## src/verilog/bev_settings.svh

```systemverilog
`ifndef BEV_SETTINGS_SVH
`define BEV_SETTINGS_SVH

// Ingredient amount width and its largest value
`define BEV_ING_W   12
`define BEV_ING_MAX 4095

// Box number, also the memory address
`define BEV_BOX_W   8

// One memory word holds one box record
`define BEV_DATA_W  64

// Cup volumes
`define BEV_VOL_S   480
`define BEV_VOL_M   720
`define BEV_VOL_L   960

`endif

```

## src/verilog/bev_pkg.sv

```systemverilog
`default_nettype none

`include "bev_settings.svh"

package bev_pkg;

    typedef logic [`BEV_ING_W-1:0] ing_t;
    typedef logic [3:0]            month_t;
    typedef logic [4:0]            day_t;
    typedef logic [`BEV_BOX_W-1:0] box_t;
    typedef logic [8:0]            in_data_t;

    typedef enum logic [0:0] {
        Make_drink,
        Check_valid_date
    } action_t;

    typedef enum logic [2:0] {
        Black_Tea,
        Milk_Tea,
        Extra_Milk_Tea,
        Green_Tea,
        Green_Milk_Tea,
        Pineapple_Juice,
        Super_Pineapple_Tea,
        Super_Pineapple_Milk_Tea
    } bev_type_t;

    typedef enum logic [1:0] {
        S,
        M,
        L
    } bev_size_t;

    typedef enum logic [1:0] {
        No_Err,
        No_Exp,
        No_Ing
    } err_t;

    // Month in the upper bits, as on the input bus
    typedef struct packed {
        month_t month;
        day_t   day;
    } date_t;

    typedef struct packed {
        action_t   action;
        bev_type_t bev_type;
        bev_size_t size;
        date_t     date;
        box_t      box;
    } order_t;

    // Memory word layout, black tea in the top bits
    typedef struct packed {
        ing_t       black_tea;
        ing_t       green_tea;
        ing_t       milk;
        ing_t       pineapple_juice;
        month_t     exp_month;
        day_t       exp_day;
        logic [6:0] pad;
    } record_t;

endpackage

`default_nettype wire

```

## src/verilog/bev_controller.sv

```systemverilog
`timescale 1ns/1ps
`default_nettype none

module bev_controller
    import bev_pkg::*;
(
    input  wire logic    clk,
    input  wire logic    inf,
    input  wire logic    order_ready,
    input  wire order_t  order,
    input  wire logic    done,
    input  wire record_t rdata,
    input  wire err_t    err,
    input  wire record_t new_record,
    output logic         busy,
    output order_t       recipe_order,
    output record_t      recipe_record,
    output logic         req,
    output logic         write,
    output box_t         addr,
    output record_t      wdata,
    output logic         out_valid,
    output err_t         err_msg,
    output logic         complete
);

    typedef enum logic [2:0] {
        IDLE,
        READ,
        EVAL,
        WRITE,
        REPORT
    } ctl_state_t;

    ctl_state_t state;
    order_t     order_q;
    record_t    record_q;
    record_t    new_q;
    err_t       err_q;
    logic       mem_wait;

    assign busy          = order_ready || state != IDLE;
    assign recipe_order  = order_q;
    assign recipe_record = record_q;
    assign addr          = order_q.box;
    assign wdata         = new_q;

    always_ff @(posedge clk or negedge inf)
    begin
        if (!inf)
        begin
            state     <= IDLE;
            req       <= 1'b0;
            write     <= 1'b0;
            out_valid <= 1'b0;
            err_msg   <= No_Err;
            complete  <= 1'b0;
        end
        else
        begin
            req       <= 1'b0;
            out_valid <= 1'b0;
            case (state)
                IDLE:
                    if (order_ready)
                    begin
                        req   <= 1'b1;
                        write <= 1'b0;
                        state <= READ;
                    end
                READ:
                    if (done)
                        state <= EVAL;
                EVAL:
                    // Only a successful drink changes the box
                    if (order_q.action == Make_drink && err == No_Err)
                    begin
                        req   <= 1'b1;
                        write <= 1'b1;
                        state <= WRITE;
                    end
                    else
                    begin
                        out_valid <= 1'b1;
                        err_msg   <= err;
                        complete  <= (err == No_Err);
                        state     <= REPORT;
                    end
                WRITE:
                    if (done)
                    begin
                        out_valid <= 1'b1;
                        err_msg   <= err_q;
                        complete  <= (err_q == No_Err);
                        state     <= REPORT;
                    end
                default:
                    state <= IDLE;
            endcase
        end
    end

    always_ff @(posedge clk)
    begin
        if (state == IDLE && order_ready)
            order_q <= order;
        if (state == READ && done)
            record_q <= rdata;
        if (state == EVAL)
        begin
            err_q <= err;
            new_q <= new_record;
        end
    end

    // Open request, from req until the port answers
    always_ff @(posedge clk or negedge inf)
    begin
        if (!inf)
            mem_wait <= 1'b0;
        else if (req)
            mem_wait <= 1'b1;
        else if (done)
            mem_wait <= 1'b0;
    end

    assert property (@(posedge clk) disable iff (!inf) req |-> !mem_wait);
    assert property (@(posedge clk) disable iff (!inf) out_valid |=> !out_valid);

endmodule

`default_nettype wire

```

## src/verilog/bev_dram_port.sv

```systemverilog
`timescale 1ns/1ps
`default_nettype none

`include "bev_settings.svh"

module bev_dram_port
    import bev_pkg::*;
(
    input  wire logic                   clk,
    input  wire logic                   inf,
    input  wire logic                   req,
    input  wire logic                   write,
    input  wire box_t                   addr,
    input  wire record_t                wdata,
    input  wire logic                   c_out_valid,
    input  wire logic [`BEV_DATA_W-1:0] c_data_r,
    output logic                        done,
    output record_t                     rdata,
    output logic                        c_in_valid,
    output logic                        c_r_wb,
    output box_t                        c_addr,
    output logic [`BEV_DATA_W-1:0]      c_data_w
);

    logic pending;

    always_ff @(posedge clk or negedge inf)
    begin
        if (!inf)
        begin
            c_in_valid <= 1'b0;
            pending    <= 1'b0;
            done       <= 1'b0;
        end
        else
        begin
            c_in_valid <= req;
            done       <= c_out_valid;
            if (req)
                pending <= 1'b1;
            else if (c_out_valid)
                pending <= 1'b0;
        end
    end

    // Request fields stay put until the next req
    always_ff @(posedge clk)
    begin
        if (req)
        begin
            c_r_wb   <= !write;
            c_addr   <= addr;
            c_data_w <= wdata;
        end
        if (c_out_valid && c_r_wb)
            rdata <= record_t'(c_data_r);
    end

    assert property (@(posedge clk) disable iff (!inf) c_out_valid |-> pending);
    assert property (@(posedge clk) disable iff (!inf) req |-> !pending);

endmodule

`default_nettype wire

```

## src/verilog/bev_order_capture.sv

```systemverilog
`timescale 1ns/1ps
`default_nettype none

module bev_order_capture
    import bev_pkg::*;
(
    input  wire logic     clk,
    input  wire logic     inf,
    input  wire logic     action_valid,
    input  wire logic     type_valid,
    input  wire logic     size_valid,
    input  wire logic     date_valid,
    input  wire logic     box_valid,
    input  wire in_data_t in_data,
    input  wire logic     busy,
    output logic          order_ready,
    output order_t        order
);

    typedef enum logic [2:0] {
        CAP_ACT,
        CAP_TYPE,
        CAP_SIZE,
        CAP_DATE,
        CAP_BOX
    } cap_state_t;

    cap_state_t state;
    logic [4:0] strobes;
    logic [4:0] expected;
    logic [4:0] take;

    // Bit order is action, type, size, date, box
    assign strobes = {action_valid, type_valid, size_valid, date_valid, box_valid};

    always_comb
    begin
        case (state)
            CAP_TYPE: expected = 5'b01000;
            CAP_SIZE: expected = 5'b00100;
            CAP_DATE: expected = 5'b00010;
            CAP_BOX:  expected = 5'b00001;
            default:  expected = 5'b10000;
        endcase
    end

    // A new action waits until the previous order has reported
    assign take = strobes & expected & {!busy, 4'b1111};

    always_ff @(posedge clk or negedge inf)
    begin
        if (!inf)
        begin
            state       <= CAP_ACT;
            order_ready <= 1'b0;
        end
        else
        begin
            order_ready <= 1'b0;
            if (take[4])
                state <= (action_t'(in_data[0]) == Make_drink) ? CAP_TYPE : CAP_DATE;
            else if (take[3])
                state <= CAP_SIZE;
            else if (take[2])
                state <= CAP_DATE;
            else if (take[1])
                state <= CAP_BOX;
            else if (take[0])
            begin
                state       <= CAP_ACT;
                order_ready <= 1'b1;
            end
        end
    end

    always_ff @(posedge clk)
    begin
        if (take[4])
            order.action <= action_t'(in_data[0]);
        if (take[3])
            order.bev_type <= bev_type_t'(in_data[2:0]);
        if (take[2])
            order.size <= bev_size_t'(in_data[1:0]);
        if (take[1])
            order.date <= date_t'(in_data);
        if (take[0])
            order.box <= box_t'(in_data[`BEV_BOX_W-1:0]);
    end

    // Fields come in the fixed order for the current action
    assert property (@(posedge clk) disable iff (!inf) (strobes & ~expected) == 5'b00000);

endmodule

`default_nettype wire

```

## src/verilog/bev_recipe.sv

```systemverilog
`timescale 1ns/1ps
`default_nettype none

`include "bev_settings.svh"

module bev_recipe
    import bev_pkg::*;
(
    input  wire order_t  order,
    input  wire record_t record,
    output record_t      new_record,
    output err_t         err
);

    ing_t vol;
    ing_t half;
    ing_t quarter;
    ing_t need_black;
    ing_t need_green;
    ing_t need_milk;
    ing_t need_pine;
    logic expired;
    logic lacking;

    always_comb
    begin
        case (order.size)
            M:       vol = ing_t'(`BEV_VOL_M);
            L:       vol = ing_t'(`BEV_VOL_L);
            default: vol = ing_t'(`BEV_VOL_S);
        endcase
    end

    // All volumes divide by four
    assign half    = vol >> 1;
    assign quarter = vol >> 2;

    always_comb
    begin
        need_black = '0;
        need_green = '0;
        need_milk  = '0;
        need_pine  = '0;
        case (order.bev_type)
            Black_Tea:
                need_black = vol;
            Milk_Tea:
            begin
                need_black = vol - quarter;
                need_milk  = quarter;
            end
            Extra_Milk_Tea:
            begin
                need_black = half;
                need_milk  = half;
            end
            Green_Tea:
                need_green = vol;
            Green_Milk_Tea:
            begin
                need_green = half;
                need_milk  = half;
            end
            Pineapple_Juice:
                need_pine = vol;
            Super_Pineapple_Tea:
            begin
                need_black = half;
                need_pine  = half;
            end
            Super_Pineapple_Milk_Tea:
            begin
                need_black = half;
                need_pine  = quarter;
                need_milk  = quarter;
            end
        endcase
    end

    // Still good on the expiry day itself
    assign expired = (record.exp_month < order.date.month) ||
                     (record.exp_month == order.date.month && record.exp_day < order.date.day);

    assign lacking = (need_black > record.black_tea) || (need_green > record.green_tea) ||
                     (need_milk > record.milk) || (need_pine > record.pineapple_juice);

    always_comb
    begin
        new_record                 = record;
        new_record.black_tea       = record.black_tea - need_black;
        new_record.green_tea       = record.green_tea - need_green;
        new_record.milk            = record.milk - need_milk;
        new_record.pineapple_juice = record.pineapple_juice - need_pine;
    end

    always_comb
    begin
        if (expired)
            err = No_Exp;
        else if (order.action == Make_drink && lacking)
            err = No_Ing;
        else
            err = No_Err;
    end

endmodule

`default_nettype wire

```

## src/verilog/bev_top.sv

```systemverilog
`timescale 1ns/1ps
`default_nettype none

module bev_top
    import bev_pkg::*;
(
    input  wire logic     clk,
    input  wire logic     inf,
    input  wire logic     action_valid,
    input  wire logic     type_valid,
    input  wire logic     size_valid,
    input  wire logic     date_valid,
    input  wire logic     box_valid,
    input  wire in_data_t in_data,
    input  wire logic     c_out_valid,
    input  wire record_t  c_data_r,
    output logic          out_valid,
    output err_t          err_msg,
    output logic          complete,
    output logic          c_in_valid,
    output logic          c_r_wb,
    output box_t          c_addr,
    output record_t       c_data_w
);

    logic    order_ready;
    logic    busy;
    order_t  order;
    order_t  recipe_order;
    record_t recipe_record;
    record_t new_record;
    err_t    err;
    logic    req;
    logic    write;
    box_t    addr;
    record_t wdata;
    logic    done;
    record_t rdata;

    bev_order_capture u_capture (
        .clk          (clk),
        .inf          (inf),
        .action_valid (action_valid),
        .type_valid   (type_valid),
        .size_valid   (size_valid),
        .date_valid   (date_valid),
        .box_valid    (box_valid),
        .in_data      (in_data),
        .busy         (busy),
        .order_ready  (order_ready),
        .order        (order)
    );

    bev_controller u_ctrl (
        .clk           (clk),
        .inf           (inf),
        .order_ready   (order_ready),
        .order         (order),
        .done          (done),
        .rdata         (rdata),
        .err           (err),
        .new_record    (new_record),
        .busy          (busy),
        .recipe_order  (recipe_order),
        .recipe_record (recipe_record),
        .req           (req),
        .write         (write),
        .addr          (addr),
        .wdata         (wdata),
        .out_valid     (out_valid),
        .err_msg       (err_msg),
        .complete      (complete)
    );

    bev_recipe u_recipe (
        .order      (recipe_order),
        .record     (recipe_record),
        .new_record (new_record),
        .err        (err)
    );

    bev_dram_port u_port (
        .clk         (clk),
        .inf         (inf),
        .req         (req),
        .write       (write),
        .addr        (addr),
        .wdata       (wdata),
        .c_out_valid (c_out_valid),
        .c_data_r    (c_data_r),
        .done        (done),
        .rdata       (rdata),
        .c_in_valid  (c_in_valid),
        .c_r_wb      (c_r_wb),
        .c_addr      (c_addr),
        .c_data_w    (c_data_w)
    );

endmodule

`default_nettype wire
```

## config.mk

```make
export PLATFORM = sky130hd
export DESIGN_NAME = bev_top
export DESIGN_NICKNAME = d
export VERILOG_FILES = /design/src/verilog/bev_pkg.sv /design/src/verilog/bev_controller.sv /design/src/verilog/bev_dram_port.sv /design/src/verilog/bev_order_capture.sv /design/src/verilog/bev_recipe.sv /design/src/verilog/bev_top.sv
export VERILOG_INCLUDE_DIRS = /design/src /design/src/verilog
export SDC_FILE = /design/constraint.sdc
export NUM_CORES = 1
export LEC_CHECK = 0
export ABC_AREA = 1
export ABC_CLOCK_PERIOD_IN_PS = 16850
export BUFFER_PORTS_ARGS = -buffer_cell sky130_fd_sc_hd__buf_2
export CORE_MARGIN = 1
export CORE_UTILIZATION = 35
export DETAILED_ROUTE_END_ITERATION = 10
export PLACE_DENSITY_LB_ADDON = 0.15
export SYNTH_ARGS = -nofsm -noshare
export SYNTH_HDL_FRONTEND = slang
export SYNTH_SLANG_ARGS = --single-unit
```

## constraint.sdc

```tcl
create_clock -name clk -period 16.85 [get_ports clk]
set_input_delay 3.37 -clock clk [delete_from_list [all_inputs] [get_ports clk]]
set_output_delay 3.37 -clock clk [all_outputs]
set_load 0.03 [all_outputs]
```

==> out/summary.json <==
{
  "total_power": {"value": 2.09, "unit": "mW"},
  "final_hold_viol_count": {"value": 0},
  "drv_cap": {"value": 0},
  "synth_xor_xnor_area_share": {"value": 0.0199},
  "final_min_period_over_clock_period": {"value": 0.266},
  "largest_family_of_logic_cells_by_synthesized_area": {"value": "simple AND/OR/NAND/NOR gates"},
  "post_route_cells_drive_above_1_share": {"value": 0.228},
  "mappedNetlistArea": {"value": 0.0123, "unit": "sq mm"},
  "setup-tns-final": {"value": 0, "unit": "ns"},
  "synth-warning-count": {"value": 0},
  "number_of_antenna_violations_at_the_first_check_in_global_routing": {"value": 2},
  "crit_path_top_delay_cell": {"value": "sky130_fd_sc_hd__edfxtp_1"},
  "synth.mux.area_fraction": {"value": 0},
  "synthToLayoutAreaGrowth": {"value": 20.7, "unit": "%"},
  "grt_pass1_vias": {"value": 6276},
  "postCtsHoldBufs": {"value": 0},
  "grtUsageTotal": {"value": 0.125},
  "total_nets_after_synthesis": {"value": 913},
  "cts_tree": {"value": "built"},
  "placementRows": {"value": 68},
  "synth_fa_ha_area_frac": {"value": 0.0521},
  "status": {"value": "finished, final reports clean"},
  "cts.htree.levels": {"value": 2},
  "yosysTopAreaCell": {"value": "sky130_fd_sc_hd__edfxtp_1"},
  "drt_first_iter_violations": {"value": 290},
  "clock-skew-final": {"value": 0.0124, "unit": "ns"},
  "place.detailed.hpwl": {"value": 14.6, "unit": "mm"},
  "worstPathArrival": {"value": 1.12, "unit": "ns"},
  "setup_slack_reg_to_reg": {"value": 13.71, "unit": "ns"},
  "ctsLongestPathBuffers": {"value": 3},
  "clock_sink_count": {"value": 328},
  "route.detailed.vias_per_inst": {"value": 4.37},
  "synth_compound_area_frac": {"value": 0.0381},
  "yosysUniqueCellTypes": {"value": 36},
  "final_period_minus_worst_setup_slack": {"value": 4.49, "unit": "ns"},
  "hold_path_depth": {"value": 0},
  "fp.dieH": {"value": 190, "unit": "um"},
  "die-area": {"value": 0.0360, "unit": "sq mm"},
  "finalCoreUtilization": {"value": 0.430},
  "cellPowerDensity": {"value": 140, "unit": "mW/mm^2"},
  "fin_worst_hold_slack": {"value": 0.413, "unit": "ns"},
  "clock-root-buffer": {"value": "sky130_fd_sc_hd__clkbuf_16"},
  "most_common_library_cell_in_the_layout_ignoring_fill_and_taps": {"value": "sky130_fd_sc_hd__edfxtp_1"},
  "worst-slew-pin-transition": {"value": 1.09, "unit": "ns"},
  "io-pin-count": {"value": 159},
  "synth_simple_gate_area_frac": {"value": 0.0672},
  "ys_ff_latch": {"value": 328},
  "most-common-layout-cells": {"value": "313 x sky130_fd_sc_hd__edfxtp_1, 158 x sky130_fd_sc_hd__buf_2, 103 x sky130_fd_sc_hd__nand2_1"},
  "report.final.slew_viol_count": {"value": 0},
  "dr_total_vias": {"value": 6400},
  "grt.overflow.total": {"value": 0},
  "route.detailed.wl_per_inst": {"value": 15.4, "unit": "um"},
  "netlist_top_cells_area": {"value": "sky130_fd_sc_hd__edfxtp_1 76%, sky130_fd_sc_hd__ha_1 4.6%, sky130_fd_sc_hd__nand2_1 3.1%"},
  "core-area": {"value": 0.0346, "unit": "sq mm"},
  "place.port_buffers": {"value": 158},
  "worstRegToRegCells": {"value": 16},
  "clock_latency_at_the_later_pin_of_the_worst_skew_pair": {"value": 0.51, "unit": "ns"},
  "tritoncts_buffer_count": {"value": 37},
  "synth.top_cell.area_share": {"value": 0.761},
  "grt_pass1_wl": {"value": 34.1, "unit": "mm"},
  "min-delay-start": {"value": "u_ctrl.recipe_record[40]"},
  "rr_endpoint": {"value": "u_ctrl.complete"},
  "path_cells": {"value": "buf_2"},
  "crit_path_end_kind": {"value": "output pin"},
  "dr_drc_count": {"value": 0},
  "maxSlewHeadroom": {"value": 0.272},
  "synth_seq_area_share": {"value": 0.791},
  "crit_path_max_fanout": {"value": 1},
  "type_of_the_worst_setup_path": {"value": "reg2out"},
  "critical_path.startpoint_type": {"value": "register"},
  "num-nets-final": {"value": 1112},
  "clock.fmax": {"value": 223, "unit": "MHz"},
  "total_leakage_power": {"value": 5.77, "unit": "nW"},
  "routed_wirelength": {"value": 22.5, "unit": "mm"},
  "cp_slowest_stage_delay": {"value": 0.41, "unit": "ns"},
  "syn_avg_cell_area": {"value": 15.8, "unit": "sq um"},
  "postSynthCellCount": {"value": 783},
  "pin_count_of_the_biggest_net_entering_global_routing": {"value": 75},
  "r2r_start": {"value": "u_ctrl.recipe_order[17]"},
  "worst_ir_drop_vdd": {"value": 87.9, "unit": "uV"},
  "postCtsResizedCells": {"value": 0},
  "start_util": {"value": 0.357},
  "rsz_0062_raised_after_global_routing": {"value": "false"},
  "ant_nets": {"value": 0},
  "hold_critical_path_endpoint": {"value": "u_ctrl.wdata[40]"},
  "clkTransAtPathRegs": {"value": 0.06, "unit": "ns"},
  "filler_cell_count": {"value": 3166},
  "dr.pass1.iters": {"value": 4},
  "die_width": {"value": 190, "unit": "um"},
  "cp_top_family": {"value": "flip-flops"},
  "place.gp.congestion": {"value": 0.777},
  "post-cts-setup-buffer-count": {"value": 0},
  "crit_buf_inv": {"value": 1},
  "setup_viol": {"value": 0},
  "min_path_type": {"value": "reg2reg"},
  "cp.required": {"value": 13.48, "unit": "ns"}
}
flip-flops by register name (all words and copies together) (netlist names):
signal and cells:
u_capture.order 23, u_capture.order_ready 1, u_capture.state 3, u_ctrl.addr 8, u_ctrl.complete 1, u_ctrl.err_msg 2, u_ctrl.err_q 2, u_ctrl.out_valid 1
u_ctrl.recipe_order 15, u_ctrl.recipe_record 64, u_ctrl.req 1, u_ctrl.state 3, u_ctrl.wdata 64, u_ctrl.write 1, u_port.c_addr 8, u_port.c_data_w 64
u_port.c_in_valid 1, u_port.c_r_wb 1, u_port.done 1, u_port.rdata 64
cells in the mapped netlist:
library cell                number
sky130_fd_sc_hd__edfxtp_1      313
sky130_fd_sc_hd__nand2_1       103
sky130_fd_sc_hd__inv_1         100
sky130_fd_sc_hd__nor2_1         50
sky130_fd_sc_hd__ha_1           45
sky130_fd_sc_hd__a21oi_1        30
sky130_fd_sc_hd__nand3_1        21
sky130_fd_sc_hd__xor2_1         20
sky130_fd_sc_hd__dfrtp_1        15
sky130_fd_sc_hd__o21ai_0        15
sky130_fd_sc_hd__xnor2_1         8
sky130_fd_sc_hd__nand4_1         6
sky130_fd_sc_hd__o21ai_1         6
sky130_fd_sc_hd__a221oi_1        5
sky130_fd_sc_hd__a31oi_1         5
sky130_fd_sc_hd__nand2_2         5
sky130_fd_sc_hd__nor3_1          5
sky130_fd_sc_hd__o22ai_1         5
sky130_fd_sc_hd__fa_1            4
sky130_fd_sc_hd__clkbuf_1        2
sky130_fd_sc_hd__nand2_4         2
sky130_fd_sc_hd__nor2_2          2
sky130_fd_sc_hd__o2111ai_1       2
sky130_fd_sc_hd__o21bai_1        2
sky130_fd_sc_hd__a211o_1         1
sky130_fd_sc_hd__a211oi_1        1
sky130_fd_sc_hd__a21o_1          1
sky130_fd_sc_hd__a21o_2          1
sky130_fd_sc_hd__a22oi_1         1
sky130_fd_sc_hd__a22oi_2         1
sky130_fd_sc_hd__a31o_2          1
sky130_fd_sc_hd__conb_1          1
sky130_fd_sc_hd__nand3_2         1
sky130_fd_sc_hd__nor2_4          1
sky130_fd_sc_hd__o211ai_1        1
sky130_fd_sc_hd__o21a_1          1
routing by layer:
layer	part of all wire	vias up	GRT usage
met1	0.46	2982	0.167
li1	-	3201	-
met5	0.00058	-	0
met2	0.46	165	0.200
met4	0.025	2	0.0409
met3	0.058	50	0.0304
power breakdown:
part	internal, mW	leakage (nW)	switching [mW]
clock network	0.466	0.557	0.306
registers	1.04	3.06	0.0408
logic	0.0636	2.15	0.169
total	1.57	5.77	0.516
metrics by stage:
step	std cells	setup slack (ns)	cell area [sq um]
2_1_floorplan	783	10.56	12300
3_3_place_gp	1398	12.10	13700
3_5_place_dp	1398	12.10	13700
4_1_cts	1462	12.34	14900
6_report	1463	12.36	14900
5_1_grt	1462	12.32	14900
logic make-up (layout without fill, tap and decap cells):
logic type | count (synthesis) | after routing
buffers and inverters | 102 | 326
other | 1 | 2
adders and majority gates | 49 | 49
AOI/OAI and AO/OA | 79 | 79
DFF | 328 | 328
xor gates and xnor gates | 28 | 28
and+or+nand+nor | 196 | 196
worst max path at each step:
stage                   startpoint               end  slack [ns]  cells after the start
2_1_floorplan      u_ctrl.state[0]   u_ctrl.state[1]       10.56                      3
3_3_place_gp           c_out_valid  u_port.rdata[50]       12.10                      4
3_5_place_dp           c_out_valid  u_port.rdata[29]       12.10                      4
4_1_cts        u_port.c_data_w[32]      c_data_w[32]       12.34                      1
5_1_grt        u_port.c_data_w[10]      c_data_w[10]       12.32                      1
6_report          u_port.c_addr[4]         c_addr[4]       12.36                      1
cell type report:
type / count / area [sq um] / share of cell area
diodes: 1 / 2.50 / 0.000168
repair buffers: 162 / 821 / 0.0551
clock buffers: 47 / 963 / 0.0646
flip-flops and latches: 328 / 9780 / 0.656
multi-input cells: 353 / 2200 / 0.148
inverters: 100 / 375 / 0.0252
clock inverters: 17 / 191 / 0.0128
well taps: 455 / 569 / 0.0382
No activity file was read; power rests on OpenSTA's default activity.
